$ cat config.mk
export PLATFORM = sky130hd
export DESIGN_NAME = radio_db_core
export DESIGN_NICKNAME = d
export VERILOG_FILES = /design/src/rtl/db_pkg.sv /design/src/rtl/db_regs_if.sv /design/src/rtl/db_atr_execute.sv /design/src/rtl/db_readback.sv /design/src/rtl/db_settings_decode.sv /design/src/rtl/radio_db_core.sv
export VERILOG_INCLUDE_DIRS = /design/src /design/src/rtl
export SDC_FILE = /design/constraint.sdc
export NUM_CORES = 1
export LEC_CHECK = 0
export ABC_CLOCK_PERIOD_IN_PS = 1200
export BUFFER_PORTS_ARGS = -buffer_cell sky130_fd_sc_hd__buf_4
export CAP_MARGIN = 20
export CORE_ASPECT_RATIO = 1.2
export CORE_MARGIN = 2
export CORE_UTILIZATION = 45
export CTS_CLUSTER_SIZE = 28
export DETAILED_ROUTE_END_ITERATION = 7
export GPL_ROUTABILITY_DRIVEN = 0
export PLACE_DENSITY = 0.71
export RECOVER_POWER = 25
export REMOVE_ABC_BUFFERS = 1
export SLEW_MARGIN = 20
export SYNTH_ARGS = -nofsm -noshare
export SYNTH_HDL_FRONTEND = slang
export SYNTH_HIERARCHICAL = 1
export SYNTH_SLANG_ARGS = --single-unit
export TNS_END_PERCENT = 20
$ cat constraint.sdc
create_clock -name radio_clk -period 1.2 [get_ports radio_clk]
set_input_delay 0.06 -clock radio_clk [delete_from_list [all_inputs] [get_ports radio_clk]]
set_output_delay 0.06 -clock radio_clk [all_outputs]
set_load 0.02 [all_outputs]
$ cat src/rtl/db_params.svh
// settings and readback address map, bus widths, slot channel count
`ifndef DB_PARAMS_SVH
`define DB_PARAMS_SVH

// ----------------------------------------
// bus widths
// ----------------------------------------
`define DB_ADDR_W      8     // settings and readback address
`define DB_DATA_W      32    // register and gpio word
`define DB_RB_W        64    // readback word, two registers side by side

`define DB_CHANNELS    2     // channels per slot

// ----------------------------------------
// settings register offsets from base
// ----------------------------------------
`define DB_SR_BASE     160
`define DB_SR_ATR_IDLE 0     // gpio word while idle
`define DB_SR_ATR_RX   1
`define DB_SR_ATR_TX   2
`define DB_SR_ATR_FDX  3     // full duplex
`define DB_SR_GPIO_DDR 4     // pin direction
`define DB_SR_MISC_OUT 5

// readback words
`define DB_RB_BASE     16
`define DB_RB_INPUTS   0     // {misc in, gpio in}
`define DB_RB_OUTPUTS  1     // {ddr, gpio out}
`define DB_RB_ATR_LO   2     // {rx, idle}
`define DB_RB_ATR_HI   3     // {fdx, tx}

`endif

$ cat src/rtl/db_pkg.sv
// vector typedefs for bus words, run flags and leds, ATR state enum
`include "db_params.svh"

package db_pkg;

   // ----------------------------------------
   // bus words
   // ----------------------------------------
   typedef logic [`DB_ADDR_W-1:0]   set_addr_t;   // settings or readback address
   typedef logic [`DB_DATA_W-1:0]   set_data_t;   // one slot register or gpio word
   typedef logic [`DB_RB_W-1:0]     rb_data_t;    // two words, upper and lower

   // one run flag per channel of the slot
   typedef logic [`DB_CHANNELS-1:0] chan_flags_t;

   // bit order {rx port, txrx tx, txrx rx}
   typedef logic [2:0]              led_t;

   // ----------------------------------------
   // ATR state
   // ----------------------------------------
   // encoding follows {tx, rx} of the or-ed run flags
   typedef enum logic [1:0] {
      ATR_IDLE = 2'b00,
      ATR_RX   = 2'b01,
      ATR_TX   = 2'b10,
      ATR_FDX  = 2'b11   // both directions active
   } atr_state_t;

endpackage

$ cat src/rtl/db_regs_if.sv
// slot register bundle from settings decode to ATR execute and readback
`timescale 1ns/1ps

interface db_regs_if;
   import db_pkg::*;

   // gpio output word for each ATR state
   set_data_t atr_idle;
   set_data_t atr_rx;
   set_data_t atr_tx;
   set_data_t atr_fdx;

   set_data_t gpio_ddr;   // 1 drives the pin
   set_data_t misc_out;   // free-form slot outputs

   // decode side owns the registers
   modport writer (
      output atr_idle, atr_rx, atr_tx, atr_fdx,
      output gpio_ddr, misc_out
   );

   // execute and readback only look
   modport reader (
      input  atr_idle, atr_rx, atr_tx, atr_fdx,
      input  gpio_ddr, misc_out
   );

endinterface

$ cat src/rtl/db_atr_execute.sv
// ATR state machine, gpio output select, led map, ddr and misc output registers
`timescale 1ns/1ps

module db_atr_execute (
   input  logic                radio_clk,
   input  logic                i_arst_n,
   input  db_pkg::chan_flags_t i_rx_running,   // per channel
   input  db_pkg::chan_flags_t i_tx_running,
   db_regs_if.reader           regs,
   output db_pkg::atr_state_t  o_atr_state,
   output db_pkg::set_data_t   o_gpio_out,
   output db_pkg::set_data_t   o_gpio_ddr,
   output db_pkg::set_data_t   o_misc_out,
   output db_pkg::led_t        o_led
);
   import db_pkg::*;

   logic       rx_any;
   logic       tx_any;
   atr_state_t state_d;
   atr_state_t state_q;
   set_data_t  gpio_sel;   // ATR word for the current state
   led_t       led_d;

   // slot-level view needs only one active channel
   assign rx_any = |i_rx_running;
   assign tx_any = |i_tx_running;

   // ----------------------------------------
   // state
   // ----------------------------------------
   always_comb begin
      case ({tx_any, rx_any})
         2'b01:   state_d = ATR_RX;
         2'b10:   state_d = ATR_TX;
         2'b11:   state_d = ATR_FDX;
         default: state_d = ATR_IDLE;
      endcase
   end

   always_ff @(posedge radio_clk or negedge i_arst_n) begin
      if (!i_arst_n) state_q <= ATR_IDLE;
      else           state_q <= state_d;   // follows flags one edge later
   end

   assign o_atr_state = state_q;

   // gpio word and led pattern per state
   always_comb begin
      case (state_q)
         ATR_RX: begin
            gpio_sel = regs.atr_rx;
            led_d    = 3'b001;   // txrx rx
         end
         ATR_TX: begin
            gpio_sel = regs.atr_tx;
            led_d    = 3'b010;   // txrx tx
         end
         ATR_FDX: begin
            gpio_sel = regs.atr_fdx;
            led_d    = 3'b110;   // tx on txrx and rx on rx port
         end
         default: begin
            gpio_sel = regs.atr_idle;
            led_d    = 3'b000;
         end
      endcase
   end

   // ----------------------------------------
   // pin drive
   // ----------------------------------------
   // second stage so pins settle 2 edges after a flag or register change
   always_ff @(posedge radio_clk or negedge i_arst_n) begin
      if (!i_arst_n) begin
         o_gpio_out <= '0;
         o_gpio_ddr <= '0;
         o_misc_out <= '0;
         o_led      <= '0;
      end else begin
         o_gpio_out <= gpio_sel;
         o_gpio_ddr <= regs.gpio_ddr;
         o_misc_out <= regs.misc_out;
         o_led      <= led_d;
      end
   end

   // ----------------------------------------
   // checks
   // ----------------------------------------
   a_state_legal: assert property (
      @(posedge radio_clk) disable iff (!i_arst_n)
      state_q inside {ATR_IDLE, ATR_RX, ATR_TX, ATR_FDX}
   ) else $error("ATR state outside the four legal values");

   // no flag anywhere means idle and dark leds two edges on
   a_led_dark_idle: assert property (
      @(posedge radio_clk) disable iff (!i_arst_n)
      (!rx_any && !tx_any) |-> ##2 (o_led == '0)
   ) else $error("leds lit two cycles after all run flags were low");

endmodule

$ cat src/rtl/db_readback.sv
// input capture registers and readback address mux
`timescale 1ns/1ps
`include "db_params.svh"

module db_readback (
   input  logic              radio_clk,
   input  logic              i_arst_n,
   input  logic              i_rb_stb,     // address sampled on this edge
   input  db_pkg::set_addr_t i_rb_addr,
   input  db_pkg::set_data_t i_gpio_in,    // daughterboard pins
   input  db_pkg::set_data_t i_misc_in,
   input  db_pkg::set_data_t i_gpio_out,   // word on the pins now
   db_regs_if.reader         regs,
   output logic              o_rb_valid,
   output db_pkg::rb_data_t  o_rb_data
);
   import db_pkg::*;

   // ----------------------------------------
   // absolute readback addresses
   // ----------------------------------------
   localparam set_addr_t ADDR_INPUTS  = set_addr_t'(`DB_RB_BASE + `DB_RB_INPUTS);
   localparam set_addr_t ADDR_OUTPUTS = set_addr_t'(`DB_RB_BASE + `DB_RB_OUTPUTS);
   localparam set_addr_t ADDR_ATR_LO  = set_addr_t'(`DB_RB_BASE + `DB_RB_ATR_LO);
   localparam set_addr_t ADDR_ATR_HI  = set_addr_t'(`DB_RB_BASE + `DB_RB_ATR_HI);

   set_data_t gpio_in_q;
   set_data_t misc_in_q;
   rb_data_t  rb_mux;

   // pins come from outside and register once before the mux
   always_ff @(posedge radio_clk or negedge i_arst_n) begin
      if (!i_arst_n) begin
         gpio_in_q <= '0;
         misc_in_q <= '0;
      end else begin
         gpio_in_q <= i_gpio_in;
         misc_in_q <= i_misc_in;
      end
   end

   // word select with the upper half first
   always_comb begin
      case (i_rb_addr)
         ADDR_INPUTS:  rb_mux = {misc_in_q, gpio_in_q};
         ADDR_OUTPUTS: rb_mux = {regs.gpio_ddr, i_gpio_out};
         ADDR_ATR_LO:  rb_mux = {regs.atr_rx, regs.atr_idle};
         ADDR_ATR_HI:  rb_mux = {regs.atr_fdx, regs.atr_tx};
         default:      rb_mux = '0;   // unmapped reads as zero
      endcase
   end

   // ----------------------------------------
   // response
   // ----------------------------------------
   // valid for one cycle per strobe and data held until the next one
   always_ff @(posedge radio_clk or negedge i_arst_n) begin
      if (!i_arst_n) begin
         o_rb_valid <= 1'b0;
         o_rb_data  <= '0;
      end else begin
         o_rb_valid <= i_rb_stb;
         if (i_rb_stb) o_rb_data <= rb_mux;
      end
   end

   // ----------------------------------------
   // checks
   // ----------------------------------------
   a_valid_after_stb: assert property (
      @(posedge radio_clk) disable iff (!i_arst_n)
      o_rb_valid |-> $past(i_rb_stb)
   ) else $error("readback valid without a strobe the cycle before");

endmodule

$ cat src/rtl/db_settings_decode.sv
// settings bus decode and the six slot registers
`timescale 1ns/1ps
`include "db_params.svh"

module db_settings_decode (
   input  logic              radio_clk,
   input  logic              i_arst_n,
   input  logic              i_set_stb,    // one write per high edge
   input  db_pkg::set_addr_t i_set_addr,
   input  db_pkg::set_data_t i_set_data,
   db_regs_if.writer         regs
);
   import db_pkg::*;

   // ----------------------------------------
   // absolute register addresses
   // ----------------------------------------
   localparam set_addr_t ADDR_ATR_IDLE = set_addr_t'(`DB_SR_BASE + `DB_SR_ATR_IDLE);
   localparam set_addr_t ADDR_ATR_RX   = set_addr_t'(`DB_SR_BASE + `DB_SR_ATR_RX);
   localparam set_addr_t ADDR_ATR_TX   = set_addr_t'(`DB_SR_BASE + `DB_SR_ATR_TX);
   localparam set_addr_t ADDR_ATR_FDX  = set_addr_t'(`DB_SR_BASE + `DB_SR_ATR_FDX);
   localparam set_addr_t ADDR_GPIO_DDR = set_addr_t'(`DB_SR_BASE + `DB_SR_GPIO_DDR);
   localparam set_addr_t ADDR_MISC_OUT = set_addr_t'(`DB_SR_BASE + `DB_SR_MISC_OUT);

   logic [5:0] wr_en;   // one-hot, bit index = register offset

   // address match
   always_comb begin
      wr_en = '0;
      if (i_set_stb) begin
         case (i_set_addr)
            ADDR_ATR_IDLE: wr_en[`DB_SR_ATR_IDLE] = 1'b1;
            ADDR_ATR_RX:   wr_en[`DB_SR_ATR_RX]   = 1'b1;
            ADDR_ATR_TX:   wr_en[`DB_SR_ATR_TX]   = 1'b1;
            ADDR_ATR_FDX:  wr_en[`DB_SR_ATR_FDX]  = 1'b1;
            ADDR_GPIO_DDR: wr_en[`DB_SR_GPIO_DDR] = 1'b1;
            ADDR_MISC_OUT: wr_en[`DB_SR_MISC_OUT] = 1'b1;
            default:       wr_en = '0;   // other slot or other block, ignore
         endcase
      end
   end

   // ----------------------------------------
   // register file
   // ----------------------------------------
   // loads on the strobe edge itself
   always_ff @(posedge radio_clk or negedge i_arst_n) begin
      if (!i_arst_n) begin
         regs.atr_idle <= '0;
         regs.atr_rx   <= '0;
         regs.atr_tx   <= '0;
         regs.atr_fdx  <= '0;
         regs.gpio_ddr <= '0;   // all pins input out of reset
         regs.misc_out <= '0;
      end else begin
         if (wr_en[`DB_SR_ATR_IDLE]) regs.atr_idle <= i_set_data;
         if (wr_en[`DB_SR_ATR_RX])   regs.atr_rx   <= i_set_data;
         if (wr_en[`DB_SR_ATR_TX])   regs.atr_tx   <= i_set_data;
         if (wr_en[`DB_SR_ATR_FDX])  regs.atr_fdx  <= i_set_data;
         if (wr_en[`DB_SR_GPIO_DDR]) regs.gpio_ddr <= i_set_data;
         if (wr_en[`DB_SR_MISC_OUT]) regs.misc_out <= i_set_data;
      end
   end

   // ----------------------------------------
   // checks
   // ----------------------------------------
   // an X address would silently drop or misroute a write
   a_set_addr_known: assert property (
      @(posedge radio_clk) disable iff (!i_arst_n)
      i_set_stb |-> !$isunknown(i_set_addr)
   ) else $error("settings strobe with unknown address");

endmodule

$ cat src/rtl/radio_db_core.sv
// daughterboard slot controller top with settings decode, ATR execute, readback
`timescale 1ns/1ps

module radio_db_core (
   input  logic                radio_clk,
   input  logic                i_arst_n,

   // settings bus
   input  logic                i_set_stb,
   input  db_pkg::set_addr_t   i_set_addr,
   input  db_pkg::set_data_t   i_set_data,

   // readback bus
   input  logic                i_rb_stb,
   input  db_pkg::set_addr_t   i_rb_addr,
   output logic                o_rb_valid,
   output db_pkg::rb_data_t    o_rb_data,

   // channel run flags
   input  db_pkg::chan_flags_t i_rx_running,
   input  db_pkg::chan_flags_t i_tx_running,

   // daughterboard pins
   input  db_pkg::set_data_t   i_db_gpio_in,
   output db_pkg::set_data_t   o_db_gpio_out,
   output db_pkg::set_data_t   o_db_gpio_ddr,
   output db_pkg::led_t        o_radio_led,   // {rx, txrx tx, txrx rx}
   input  db_pkg::set_data_t   i_misc_in,
   output db_pkg::set_data_t   o_misc_out
);

   // ----------------------------------------
   // slot registers
   // ----------------------------------------
   db_regs_if regs ();

   // decode
   db_settings_decode u_decode (
      .radio_clk  (radio_clk),
      .i_arst_n   (i_arst_n),
      .i_set_stb  (i_set_stb),
      .i_set_addr (i_set_addr),
      .i_set_data (i_set_data),
      .regs       (regs.writer)
   );

   // ----------------------------------------
   // ATR and pin drive
   // ----------------------------------------
   db_atr_execute u_execute (
      .radio_clk    (radio_clk),
      .i_arst_n     (i_arst_n),
      .i_rx_running (i_rx_running),
      .i_tx_running (i_tx_running),
      .regs         (regs.reader),
      .o_atr_state  (),                // state stays inside the slot
      .o_gpio_out   (o_db_gpio_out),
      .o_gpio_ddr   (o_db_gpio_ddr),
      .o_misc_out   (o_misc_out),
      .o_led        (o_radio_led)
   );

   // readback, sees the driven gpio word
   db_readback u_readback (
      .radio_clk  (radio_clk),
      .i_arst_n   (i_arst_n),
      .i_rb_stb   (i_rb_stb),
      .i_rb_addr  (i_rb_addr),
      .i_gpio_in  (i_db_gpio_in),
      .i_misc_in  (i_misc_in),
      .i_gpio_out (o_db_gpio_out),
      .regs       (regs.reader),
      .o_rb_valid (o_rb_valid),
      .o_rb_data  (o_rb_data)
   );

endmodule

# After elaboration in Yosys (flattened, before gate mapping)
# Cells that the tools add are included.
[op_classes] addsub=0 multipliers=0 div=0 order_cmp=0 n_eq_ne=16 shifts=0 mux=11 bitwise=0 n_reduce_logical=2
[ops] op="64-bit one-hot mux with 4 select lines" n=1
[ops] op="32-bit one-hot mux with 3 select lines" n=1
[ops] op="8-bit == test, second input constant" n=6
[ops] op="8-bit by 5-bit == test with 1-bit output, second input constant" n=4
[ops] op="3-bit one-hot mux with 3 select lines" n=1
[ops] op="2-bit == test, second input constant" n=4
[ops] op="1-bit two-way mux" n=6
[ops] op="6-bit two-way mux" n=1
[ops] op="2-bit one-hot mux with 3 select lines" n=1
[ops] op="2-bit by 1-bit == test with 1-bit output, second input constant" n=2
[ops] op="2-bit OR reduction" n=2
[word_totals] regBits=422 latchBits=0 ramBits=0 mem_bits_ro=0 inputBits=120 output_inout_bits=164 wordCells=44 memories=0

# Longest topological paths before layout
# Gate-level depths: netlist of the first run.
[logic_depth] ltp_word=3 depth_mapped=5

# Hierarchy
# Netlist of the first run, hierarchy kept.
[by_module_without_submodules] mod="db_settings_decode" instances=1 cells_each=415 area_per_inst_um2=7193.1
[by_module_without_submodules] mod="db_readback" instances=1 cells_each=564 area_per_inst_um2=6881.6
[by_module_without_submodules] mod="db_atr_execute" instances=1 cells_each=146 area_per_inst_um2=3374.5

# Least setup slack after synthesis of the first run
# OpenSTA, ideal clock, no wires.
[synth_timing] path_type="input-to-reg" from="input i_set_addr[6]" to="register u_decode.regs.misc_out[14]" setup_time_ns=0.125 arrival_time_ns=1.225 required_time_ns=1.075 setup_slack_ns=-0.150 cell_stages=5 path_cell_list="and4bb_4 and4_1 clkbuf_2 buf_6 mux2_2"
[synth_via] elab_chain_len=3
[synth_rtl] element="start: declaration" line="radio_db_core.sv:10" text="input db_pkg::set_addr_t i_set_addr,"
[synth_rtl] element="8-bit == test" line="db_settings_decode.sv:31" text="case (i_set_addr)"
[synth_rtl] element="1-bit two-way mux" line="db_settings_decode.sv:31"
[synth_rtl] element="6-bit two-way mux" line="db_settings_decode.sv:30" text="if (i_set_stb) begin"
[synth_rtl] element="end signal: assignment" line="db_settings_decode.sv:61" text="if (wr_en[`DB_SR_MISC_OUT]) regs.misc_out <= i_set_data;"
[synth_rtl] element="end: declaration" line="db_regs_if.sv:19" text="output gpio_ddr, misc_out"
# No other way between the ends.
# A chain may end at the register's enable or synchronous reset.

# Worst setup path after layout of the first run
[layout_timing] from="register u_execute.state_q[0] (netlist: u_execute/o_atr_state[0])" to="register u_execute.o_gpio_out[5]"
[layout_via] elab_chain_len=2 elab_cells_between_ends=4 classes_between="eq/ne (3); mux (1)"
[layout_rtl] element="start: declaration" line="db_atr_execute.sv:21" text="atr_state_t state_q;"
[layout_rtl] element="start signal: assignment" line="db_atr_execute.sv:43" text="else state_q <= state_d;"
[layout_rtl] element="2-bit == test / 2-bit by 1-bit == test with 1-bit output (equally long branches)" line="db_atr_execute.sv:50" text="case (state_q)"
[layout_rtl] element="32-bit one-hot mux with 3 select lines (*)" line="db_atr_execute.sv:50"
[layout_rtl] element="net u_execute.gpio_sel[5]" line="db_atr_execute.sv:22" text="set_data_t gpio_sel;"
[layout_rtl] element="end signal: assignment" line="db_atr_execute.sv:81" text="o_gpio_out <= gpio_sel;"
[layout_rtl] element="end: declaration" line="db_atr_execute.sv:11" text="output db_pkg::set_data_t o_gpio_out,"
# The timed path passes the listed nets; every way through them passes the cells marked *.

==> results of run 1 <==
[synthesized netlist by cell type]
| library cell | instances | area (µm²) |
|---|---|---|
| a21oi_1 | 64 | 320 |
| a221oi_1 | 4 | 35.0 |
| a221oi_2 | 60 | 901 |
| and2_1 | 1 | 6.26 |
| and3_1 | 64 | 400 |
| and4_1 | 2 | 17.5 |
| and4bb_4 | 1 | 16.3 |
| buf_1 | 4 | 15.0 |
| buf_12 | 2 | 40.0 |
| buf_2 | 25 | 125 |
| buf_4 | 11 | 82.6 |
| buf_6 | 11 | 124 |
| buf_8 | 1 | 15.0 |
| clkbuf_1 | 21 | 78.8 |
| clkbuf_2 | 1 | 5.00 |
| dfrtp_1 | 422 | 10600 |
| inv_2 | 1 | 3.75 |
| mux2_1 | 11 | 124 |
| mux2_2 | 181 | 2040 |
| mux2i_1 | 128 | 1280 |
| mux4_1 | 3 | 78.8 |
| mux4_2 | 29 | 653 |
| nand2_4 | 1 | 11.3 |
| nand2b_1 | 64 | 400 |
| nand3_1 | 2 | 10.0 |
| nand4_2 | 1 | 12.5 |
| nand4b_2 | 1 | 15.0 |
| nor2_1 | 1 | 3.75 |
| nor2b_1 | 3 | 18.8 |
| nor3b_1 | 1 | 7.51 |
| nor3b_2 | 1 | 12.5 |
| nor4b_4 | 1 | 23.8 |
| or2_2 | 2 | 12.5 |
[worst paths after layout]
path	depth (start not counted)	slack, ns	to	from
worst max-delay path	2	-0.11	u_execute/o_gpio_out[5]$_DFF_PN0_	u_execute/o_atr_state[0]$_DFF_PN0_
worst min-delay path	2	0.01	u_decode/regs.atr_fdx[26]$_DFFE_PN0P_	i_arst_n
worst max register to register	2	-0.11	u_execute/o_gpio_out[5]$_DFF_PN0_	u_execute/o_atr_state[0]$_DFF_PN0_
worst min register to register	0	0.37	u_execute/o_misc_out[11]$_DFF_PN0_	u_decode/regs.misc_out[11]$_DFFE_PN0P_
max in group asynchronous	3	0.21	u_execute/o_atr_state[1]$_DFF_PN0_	i_arst_n
min in group radio_clk	5	0.08	u_readback/o_rb_data[50]$_DFFE_PN0P_	i_rb_addr[2]
[layout make-up]
| type | instances | area, µm² | area share [%] |
|---|---|---|---|
| Timing Repair Buffer | 447 | 4220 | 18.2 |
| Inverter | 1 | 3.75 | 0.0162 |
| Sequential cell | 422 | 10600 | 45.6 |
| Clock inverter | 11 | 86.3 | 0.373 |
| Tap cell | 486 | 608 | 2.63 |
| Clock buffer | 63 | 1250 | 5.41 |
| Multi-Input combinational cell | 626 | 6420 | 27.7 |
[stage by stage]
stage | cell area (µm²) | power [µW]
floorplan | 17000 | 16500
global placement | 20600 | 18200
detailed placement | 20600 | 18300
CTS | 23100 | 31500
global route | 23200 | 32300
finish | 23200 | 31100
[cell usage in the layout, fill, tap and decap left out, types with 3 or more instances in the layout]
master	n
nor2b_1	3
a221oi_2	60
clkbuf_2	3
a221oi_1	4
buf_4	176
buf_12	29
clkinv_2	9
dlygate4sd3_1	103
clkbuf_8	6
buf_6	67
dfrtp_2	6
clkbuf_1	20
clkbuf_16	45
dfrtp_1	416
mux2_1	11
clkbuf_4	57
mux2_2	181
mux4_2	32
a21oi_1	64
mux2i_1	128
and3_1	64
nand2b_1	64
[state kept, by name, indices dropped and copies added (netlist names)]
| signal | cells |
|---|---|
| u_decode/regs.atr_fdx | 32 |
| u_decode/regs.atr_idle | 32 |
| u_decode/regs.atr_rx | 32 |
| u_decode/regs.atr_tx | 32 |
| u_decode/regs.gpio_ddr | 32 |
| u_decode/regs.misc_out | 32 |
| u_execute/o_atr_state | 2 |
| u_execute/o_gpio_ddr | 32 |
| u_execute/o_gpio_out | 32 |
| u_execute/o_led | 3 |
| u_execute/o_misc_out | 32 |
| u_readback/gpio_in_q | 32 |
| u_readback/misc_in_q | 32 |
| u_readback/o_rb_data | 64 |
| u_readback/o_rb_valid | 1 |
[metal layers]
layer	vias up	part of all wire (%)
met3	73	5.2
met2	350	50
met4	0	2.7
met5	-	0
met1	5871	42
li1	4991	-
[report_power, final]
part	internal (µW)	switching, µW
Combinational	1550	1510
Clock	7440	5360
Sequential	14800	397
[critical path, stage by stage, from the launching register on]
cell and delay [ns]:
dfrtp_2 0.41, buf_12 0.20, mux4_2 0.53
[kinds of logic after synthesis]
family                 Yosys count  share of synthesized area [%]
and+or+nand+nor                146                           5.55
muxes                          352                           23.9
buffers and inverters           77                           2.80
DFF                            422                           60.5
AOI/OAI and AO/OA              128                           7.20
[repair_timing]
action,in CTS,in global routing
pin swaps,0,0
setup endpoints to repair,64,109
gates cloned,0,0
hold buffers,104,0
gates resized for setup,36,42
hold endpoints to repair,686,0
==> results.sh, run 1 <==
export IMPL_powerDensity_nw_per_um2=1340
export IMPL_setup_viol=32
export IMPL_final_core_utilization_pct=60.1
export IMPL_syn_inst=1125
export IMPL_use_met2_pct=37.1
export IMPL_dp_final_hpwl_um=29200
export IMPL_layout_drive_gt1_share_pct=43.9
export IMPL_cp_arrival_ns=1.72
export IMPL_drtAntennaViolNets=0
export IMPL_core_um2=38500
export IMPL_drc=0
export IMPL_synth_seq_cells=422
export IMPL_clkTransAtPathRegs_ns=0.06
export IMPL_end_kind="flop"
export IMPL_wl_um=44800
export IMPL_violations="setup timing"
export IMPL_clockBufferDepth=3
export IMPL_crit_path_start_kind="flop"
export IMPL_rows=79
export IMPL_cap_violations=0
export IMPL_critPathKind="flop to flop"
export IMPL_final_cells=2056
export IMPL_post_place_ws_ns=-0.294
export IMPL_port_buffers=283
export IMPL_met1_usage_pct=30.0
export IMPL_synth_cell_types=33
export IMPL_dp_cells=1878
export IMPL_syn_area_um2=17400
export IMPL_grt_usage_pct=22.4
export IMPL_clock_sinks=422
export IMPL_num_vias=11300
export IMPL_hold_viol_final=0
export IMPL_diodes=0
export IMPL_timing_final_crit_share_pct=109
export IMPL_grt_pass1_vias=12200
export IMPL_irDropWorstVdd_uv=1090
export IMPL_outcome="finished, violations left"
export IMPL_postLayoutSetupSlackWorst_ns=-0.114
export IMPL_yosysSeqAreaShare_pct=60.5
export IMPL_first_pass_iters=5
export IMPL_fillers=2905
export IMPL_routed_via_density=5.49
export IMPL_busiest_layer="met2"
export IMPL_leakage_uw=0.0113
export IMPL_overflow=0
export IMPL_drt_iter0_markers=618
export IMPL_use_met3_pct=3.95
export IMPL_max_slew_margin_pct=47.0
export IMPL_fmax_ghz=0.761
export IMPL_cts_tree="built"
export IMPL_nets=1661
export IMPL_die_area_um2=40400
export IMPL_maxSlewViolCount=0
export IMPL_cts_buffers_inserted=43
export IMPL_layout_min_cycle_time_ns=1.31
export IMPL_initial_utilization_pct=45.3
export IMPL_fin_skew_ns=0.00841
export IMPL_post_drt_wl_per_cell_um=21.8
export IMPL_clock_latency_ns=0.54
export IMPL_grt_pass1_wl_um=69400
export IMPL_die_y_um=220
export IMPL_antenna_found_initial=0
export IMPL_yosys_warnings=6
export IMPL_cts_root_buf="clkbuf_16"
export IMPL_area_growth_pct=32.7
export IMPL_syn_area_per_cell_um2=15.5
export IMPL_rsz0062_at_grt="true"
export IMPL_grt_max_degree=58
export IMPL_fin_hold_ws_ns=0.0128
export IMPL_tightest_slew_ns=0.795
export IMPL_worstPathMaxFanout=17
export IMPL_cts_setup_buffers=0
export IMPL_hold_class="input pin to async pin"
export IMPL_tns_ns=-2.66
export IMPL_cts_max_level=2
export IMPL_io_pins=284
export IMPL_die_x_um=184
export IMPL_crit_required_ns=1.60
Note: power is estimated with default switching activity, not from simulation.
==> run 2, diff against run 1 <==
CORE_UTILIZATION = 51   (was 45)
PLACE_DENSITY = 0.79   (was 0.71)
==> results.sh, run 2 (synthesis results as in run 1) <==
export IMPL_outcome="finished, violations left"
export IMPL_violations="setup timing"
export IMPL_rr_worst_depth=2
export IMPL_core_um2=33900
export IMPL_layout_drive_gt1_share_pct=43.9
export IMPL_port_buffers=283
export IMPL_max_slew_margin_pct=52.0
export IMPL_hold_class="input pin to flop"
export IMPL_num_vias=11600
export IMPL_critPathKind="flop to flop"
export IMPL_power_share_sequential_pct=47.8
export IMPL_cts_root_buf="clkbuf_16"
export IMPL_dp_final_hpwl_um=29200
export IMPL_cts_setup_buffers=0
export IMPL_worstPathMaxFanout=17
export IMPL_post_drt_wl_per_cell_um=22.8
export IMPL_diodes=0
export IMPL_crit_chain="buf_12 > mux4_2"
export IMPL_dp_cells=1857
export IMPL_max_stage_delay_ns=0.54
export IMPL_final_cells=2040
export IMPL_rsz0062_at_grt="true"
export IMPL_grt_pass1_vias=12700
export IMPL_die_x_um=173
export IMPL_hold_depth=5
export IMPL_busiest_layer="met2"
export IMPL_cap_violations=0
export IMPL_leakage_uw=0.0114
export IMPL_layout_min_cycle_time_ns=1.34
export IMPL_cts_buffers_inserted=43
export IMPL_use_met2_pct=45.7
export IMPL_crit_path_start_kind="flop"
export IMPL_nets=1670
export IMPL_hold_end="u_readback/o_rb_data[31]$_DFFE_PN0P_"
export IMPL_met1_usage_pct=34.4
export IMPL_post_place_ws_ns=-0.429
export IMPL_use_met3_pct=4.60
export IMPL_powerDensity_nw_per_um2=1370
export IMPL_grt_pass1_wl_um=72800
export IMPL_maxSlewViolCount=0
export IMPL_fmax_ghz=0.746
export IMPL_drt_iter0_markers=772
export IMPL_internal_power_uw=24400
export IMPL_timing_final_crit_share_pct=112
export IMPL_clock_sinks=422
export IMPL_initial_utilization_pct=51.5
export IMPL_fin_hold_ws_ns=0.0796
export IMPL_layout_commonest_cell="dfrtp_1"
export IMPL_io_pins=284
export IMPL_clock_latency_ns=0.54
export IMPL_netSwitchingFraction_pct=23.4
export IMPL_end_kind="flop"
export IMPL_final_cell_mix="dfrtp_1 (417), buf_4 (191), mux2_2 (181), mux2i_1 (128), dlygate4sd3_1 (102)"
export IMPL_clkTransAtPathRegs_ns=0.06
export IMPL_largest_reg_flops=64
export IMPL_rows=74
export IMPL_grt_usage_pct=26.2
export IMPL_p_clk_share_pct=42.3
export IMPL_postLayoutSetupSlackWorst_ns=-0.141
export IMPL_die_y_um=207
export IMPL_drtAntennaViolNets=0
export IMPL_p_comb_share_pct=9.9
export IMPL_die_area_um2=35700
export IMPL_reg2reg_from="u_execute/o_atr_state[0]$_DFF_PN0_"
export IMPL_worstReg2RegEnd="u_execute/o_gpio_out[2]$_DFF_PN0_"
export IMPL_cts_max_level=2
export IMPL_area_growth_pct=33.3
export IMPL_setup_viol=32
export IMPL_drc=0
export IMPL_antenna_found_initial=0
export IMPL_tightest_slew_ns=0.720
export IMPL_hold_viol_final=0
export IMPL_cts_tree="built"
export IMPL_clockBufferDepth=3
export IMPL_irDropWorstVdd_uv=1080
export IMPL_largest_register="u_readback/o_rb_data"
export IMPL_wl_um=46500
export IMPL_tns_ns=-2.87
export IMPL_place_area_um2=20700
export IMPL_r2r_setup_slack_ns=-0.14
export IMPL_routed_via_density=5.68
export IMPL_cp_arrival_ns=1.74
export IMPL_switching_power_uw=7440
export IMPL_cp_slowest_cell="mux4_2"
export IMPL_fin_skew_ns=0.00824
export IMPL_crit_required_ns=1.60
export IMPL_min_from="i_rb_addr[6]"
export IMPL_first_pass_iters=5
export IMPL_postLayoutCellArea_um2=23300
export IMPL_grt_max_degree=80
export IMPL_overflow=0
==> run 2: cell types whose count changed in the layout (fill, tap and decap cells not counted), moves of 2 or more <==
cell / before / now
buf_4: 176 / 191
buf_6: 67 / 55
buf_12: 29 / 35
clkbuf_1: 20 / 26
clkbuf_4: 57 / 54
clkinv_2: 9 / 6
clkinv_4: 0 / 3
bufinv_16: 1 / 3
==> run 2: critical path: cells and delay by family (launching register included) <==
family / cells / cell delay [ns]
muxes: 1 / 0.54
buffers and inverters: 1 / 0.22
DFF: 1 / 0.43
==> run 2: area by class of cell <==
| cell class | count | area [µm²] |
|---|---|---|
| well taps | 456 | 571 |
| multi-input cells | 626 | 6420 |
| clock buffers | 66 | 1270 |
| flip-flops and latches | 422 | 10600 |
| repair buffers | 456 | 4280 |
| clock inverters | 13 | 154 |
| inverters | 1 | 3.75 |
| fillers | 2272 | 10600 |
==> run 2: stage by stage <==
step / total power, µW / utilization [%]
after floorplan: 16500 / -
after global placement: 18200 / 61.0
after detailed placement: 18300 / 61.0
after CTS: 32100 / 68.6
after global routing: 32900 / 68.7
final: 31800 / 68.7
==> run 2: power by group through the flow <==
stage	Clock [µW]	Sequential, µW	Combinational (µW)
2_1_floorplan	0	15600	974
3_3_place_gp	0	15400	2790
3_5_place_dp	0	15500	2870
4_1_cts	13700	15200	3180
5_1_grt	14300	15300	3380
6_report	13500	15200	3140
==> run 2: timing repair <==
item / 4_1_cts / 5_1_grt
endpoints found under the setup margin: 65 / 93
pin swaps: 0 / 0
cloned: 0 / 0
hold buffers: 104 / 1
hold endpoints to repair: 684 / 15
resized for setup: 36 / 24
==> run 2: worst max path at each step <==
stage | cells after the start | endpoint | start
6_report | 2 | u_execute/o_gpio_out[2]$_DFF_PN0_ | u_execute/o_atr_state[0]$_DFF_PN0_
5_1_grt | 4 | u_decode/regs.atr_rx[31]$_DFFE_PN0P_ | i_arst_n
4_1_cts | 2 | u_execute/o_gpio_out[9]$_DFF_PN0_ | u_execute/o_atr_state[0]$_DFF_PN0_
3_5_place_dp | 5 | u_decode/regs.misc_out[19]$_DFFE_PN0P_ | i_set_addr[6]
3_3_place_gp | 5 | u_decode/regs.misc_out[19]$_DFFE_PN0P_ | i_set_addr[6]
2_1_floorplan | 1 | u_execute/o_gpio_out[10]$_DFF_PN0_ | u_execute/o_atr_state[0]$_DFF_PN0_
==> run 2: layer usage <==
layer / part of all wire [%] / wire length (µm) / vias to the layer above
met5: 0 / 0 / -
met2: 52 / 24000 / 396
met1: 41 / 18900 / 6119
met4: 1.9 / 901 / 0
met3: 5.6 / 2610 / 70
li1: - / - / 5008
==> run 3, diff against run 2 <==
MAX_ROUTING_LAYER = met4   (was not set)
==> results.sh, run 3 (synthesis results as in run 1) <==
export IMPL_reg2reg_from="u_execute/o_atr_state[0]$_DFF_PN0_"
export IMPL_tightest_slew_ns=0.741
export IMPL_port_buffers=283
export IMPL_setup_viol=34
export IMPL_largest_reg_flops=64
export IMPL_postLayoutSetupSlackWorst_ns=-0.139
export IMPL_hold_viol_final=0
export IMPL_cts_root_buf="clkbuf_16"
export IMPL_fillers=2269
export IMPL_max_stage_delay_ns=0.54
export IMPL_rows=74
export IMPL_timing_final_crit_share_pct=112
export IMPL_cp_arrival_ns=1.74
export IMPL_crit_end="u_execute/o_gpio_out[2]$_DFF_PN0_"
export IMPL_post_place_ws_ns=-0.429
export IMPL_layout_min_cycle_time_ns=1.34
export IMPL_outcome="finished, violations left"
export IMPL_crit_start="u_execute/o_atr_state[0]$_DFF_PN0_"
export IMPL_nets=1670
export IMPL_io_pins=284
export IMPL_die_x_um=173
export IMPL_cts_tree="built"
export IMPL_rsz0062_at_grt="true"
export IMPL_powerDensity_nw_per_um2=1370
export IMPL_cts_buffers_inserted=43
export IMPL_end_kind="flop"
export IMPL_fmax_ghz=0.747
export IMPL_layout_commonest_cell="dfrtp_1"
export IMPL_largest_register="u_readback/o_rb_data"
export IMPL_die_y_um=207
export IMPL_grt_pass1_wl_um=73000
export IMPL_initial_utilization_pct=51.5
export IMPL_irDropWorstVdd_uv=1080
export IMPL_critPathKind="flop to flop"
export IMPL_diodes=0
export IMPL_clkTransAtPathRegs_ns=0.06
export IMPL_final_core_utilization_pct=68.7
export IMPL_first_pass_iters=5
export IMPL_drt_iter0_markers=750
export IMPL_hold_class="input pin to flop"
export IMPL_clockBufferDepth=3
export IMPL_clock_sinks=422
export IMPL_wl_um=46400
export IMPL_clock_latency_ns=0.54
export IMPL_overflow=0
export IMPL_grt_max_degree=80
export IMPL_post_drt_wl_per_cell_um=22.8
export IMPL_die_area_um2=35700
export IMPL_area_growth_pct=33.4
export IMPL_crit_chain="buf_12 > mux4_2"
export IMPL_worstReg2RegEnd="u_execute/o_gpio_out[2]$_DFF_PN0_"
export IMPL_grt_usage_pct=27.1
export IMPL_cap_violations=0
export IMPL_rr_worst_depth=2
export IMPL_layout_drive_gt1_share_pct=43.9
export IMPL_antenna_found_initial=0
export IMPL_violations="setup timing"
export IMPL_final_cell_mix="dfrtp_1 (417), buf_4 (190), mux2_2 (181), mux2i_1 (128), dlygate4sd3_1 (102)"
export IMPL_max_slew_margin_pct=50.6
export IMPL_r2r_setup_slack_ns=-0.14
export IMPL_maxSlewViolCount=0
export IMPL_crit_path_start_kind="flop"
export IMPL_fin_skew_ns=0.00921
export IMPL_crit_required_ns=1.60
export IMPL_routed_via_density=5.68
export IMPL_core_um2=33900
export IMPL_drc=0
export IMPL_cts_max_level=2
export IMPL_cp_slowest_cell="mux4_2"
export IMPL_num_vias=11600
export IMPL_leakage_uw=0.0114
export IMPL_dp_final_hpwl_um=29200
export IMPL_worstPathMaxFanout=17
export IMPL_drtAntennaViolNets=0
export IMPL_cts_setup_buffers=0
export IMPL_grt_pass1_vias=12700
## run 3: changes by cell type in the layout (fill, tap and decap cells not counted)
cell	before	now
buf_12	35	36
buf_4	191	190
clkbuf_4	54	55
buf_2	1	0
## run 3: report_power, final
group          leakage (µW)  internal (µW)  switching, µW
Sequential          0.00567          14800            397
Combinational       0.00501           1590           1560
Clock              0.000700           7990           5490
## run 3: layout make-up
class	instances	area [µm²]	area share, %
clock inverters	13	154	0.661
multi-input cells	626	6420	27.6
well taps	456	571	2.45
clock buffers	66	1270	5.48
repair buffers	456	4290	18.4
flip-flops and latches	422	10600	45.4
inverters	1	3.75	0.0161
## run 3: worst min-delay path by stage
stage,from,to,slack [ns],cells after the start
2_1_floorplan,i_arst_n,u_decode/regs.atr_fdx[0]$_DFFE_PN0P_,-0.24,0
3_5_place_dp,i_arst_n,u_execute/o_gpio_out[29]$_DFF_PN0_,-0.07,1
6_report,i_rb_addr[6],u_readback/o_rb_data[31]$_DFFE_PN0P_,0.08,5
4_1_cts,i_rb_addr[6],u_readback/o_rb_data[32]$_DFFE_PN0P_,0.05,5
5_1_grt,i_rb_addr[6],u_readback/o_rb_data[41]$_DFFE_PN0P_,0.08,5
3_3_place_gp,i_arst_n,u_decode/regs.atr_rx[29]$_DFFE_PN0P_,-0.08,1
## run 3: metrics by stage
step	hold slack [ns]	TNS [ns]	power, µW	instances	area [µm²]
3_3_place_gp	-0.0770	-45.54	18200	1857	20700
2_1_floorplan	-0.236	-147.24	16500	1049	17000
5_1_grt	0.0764	-4.65	32900	2040	23300
3_5_place_dp	-0.0736	-50.65	18300	1857	20700
6_report	0.0756	-2.93	31900	2040	23300
4_1_cts	0.0465	-4.60	32100	2040	23300
## run 3: critical path, delay by kind of cell (launching register included)
family / cells / cell delay, ns
multiplexers: 1 / 0.54
flip-flops: 1 / 0.43
buffers and inverters: 1 / 0.22
## run 3: timing repair
item	in CTS	in global routing
endpoints found under the setup margin	65	94
hold endpoints to repair	684	15
gates resized for setup	36	25
hold buffers	104	1
## run 3: per-layer routing
metal,wire (µm),track usage (%)
met1,18900,34.9
met2,23900,45.6
met3,2670,4.23
met4,917,7.08
met5,0,-
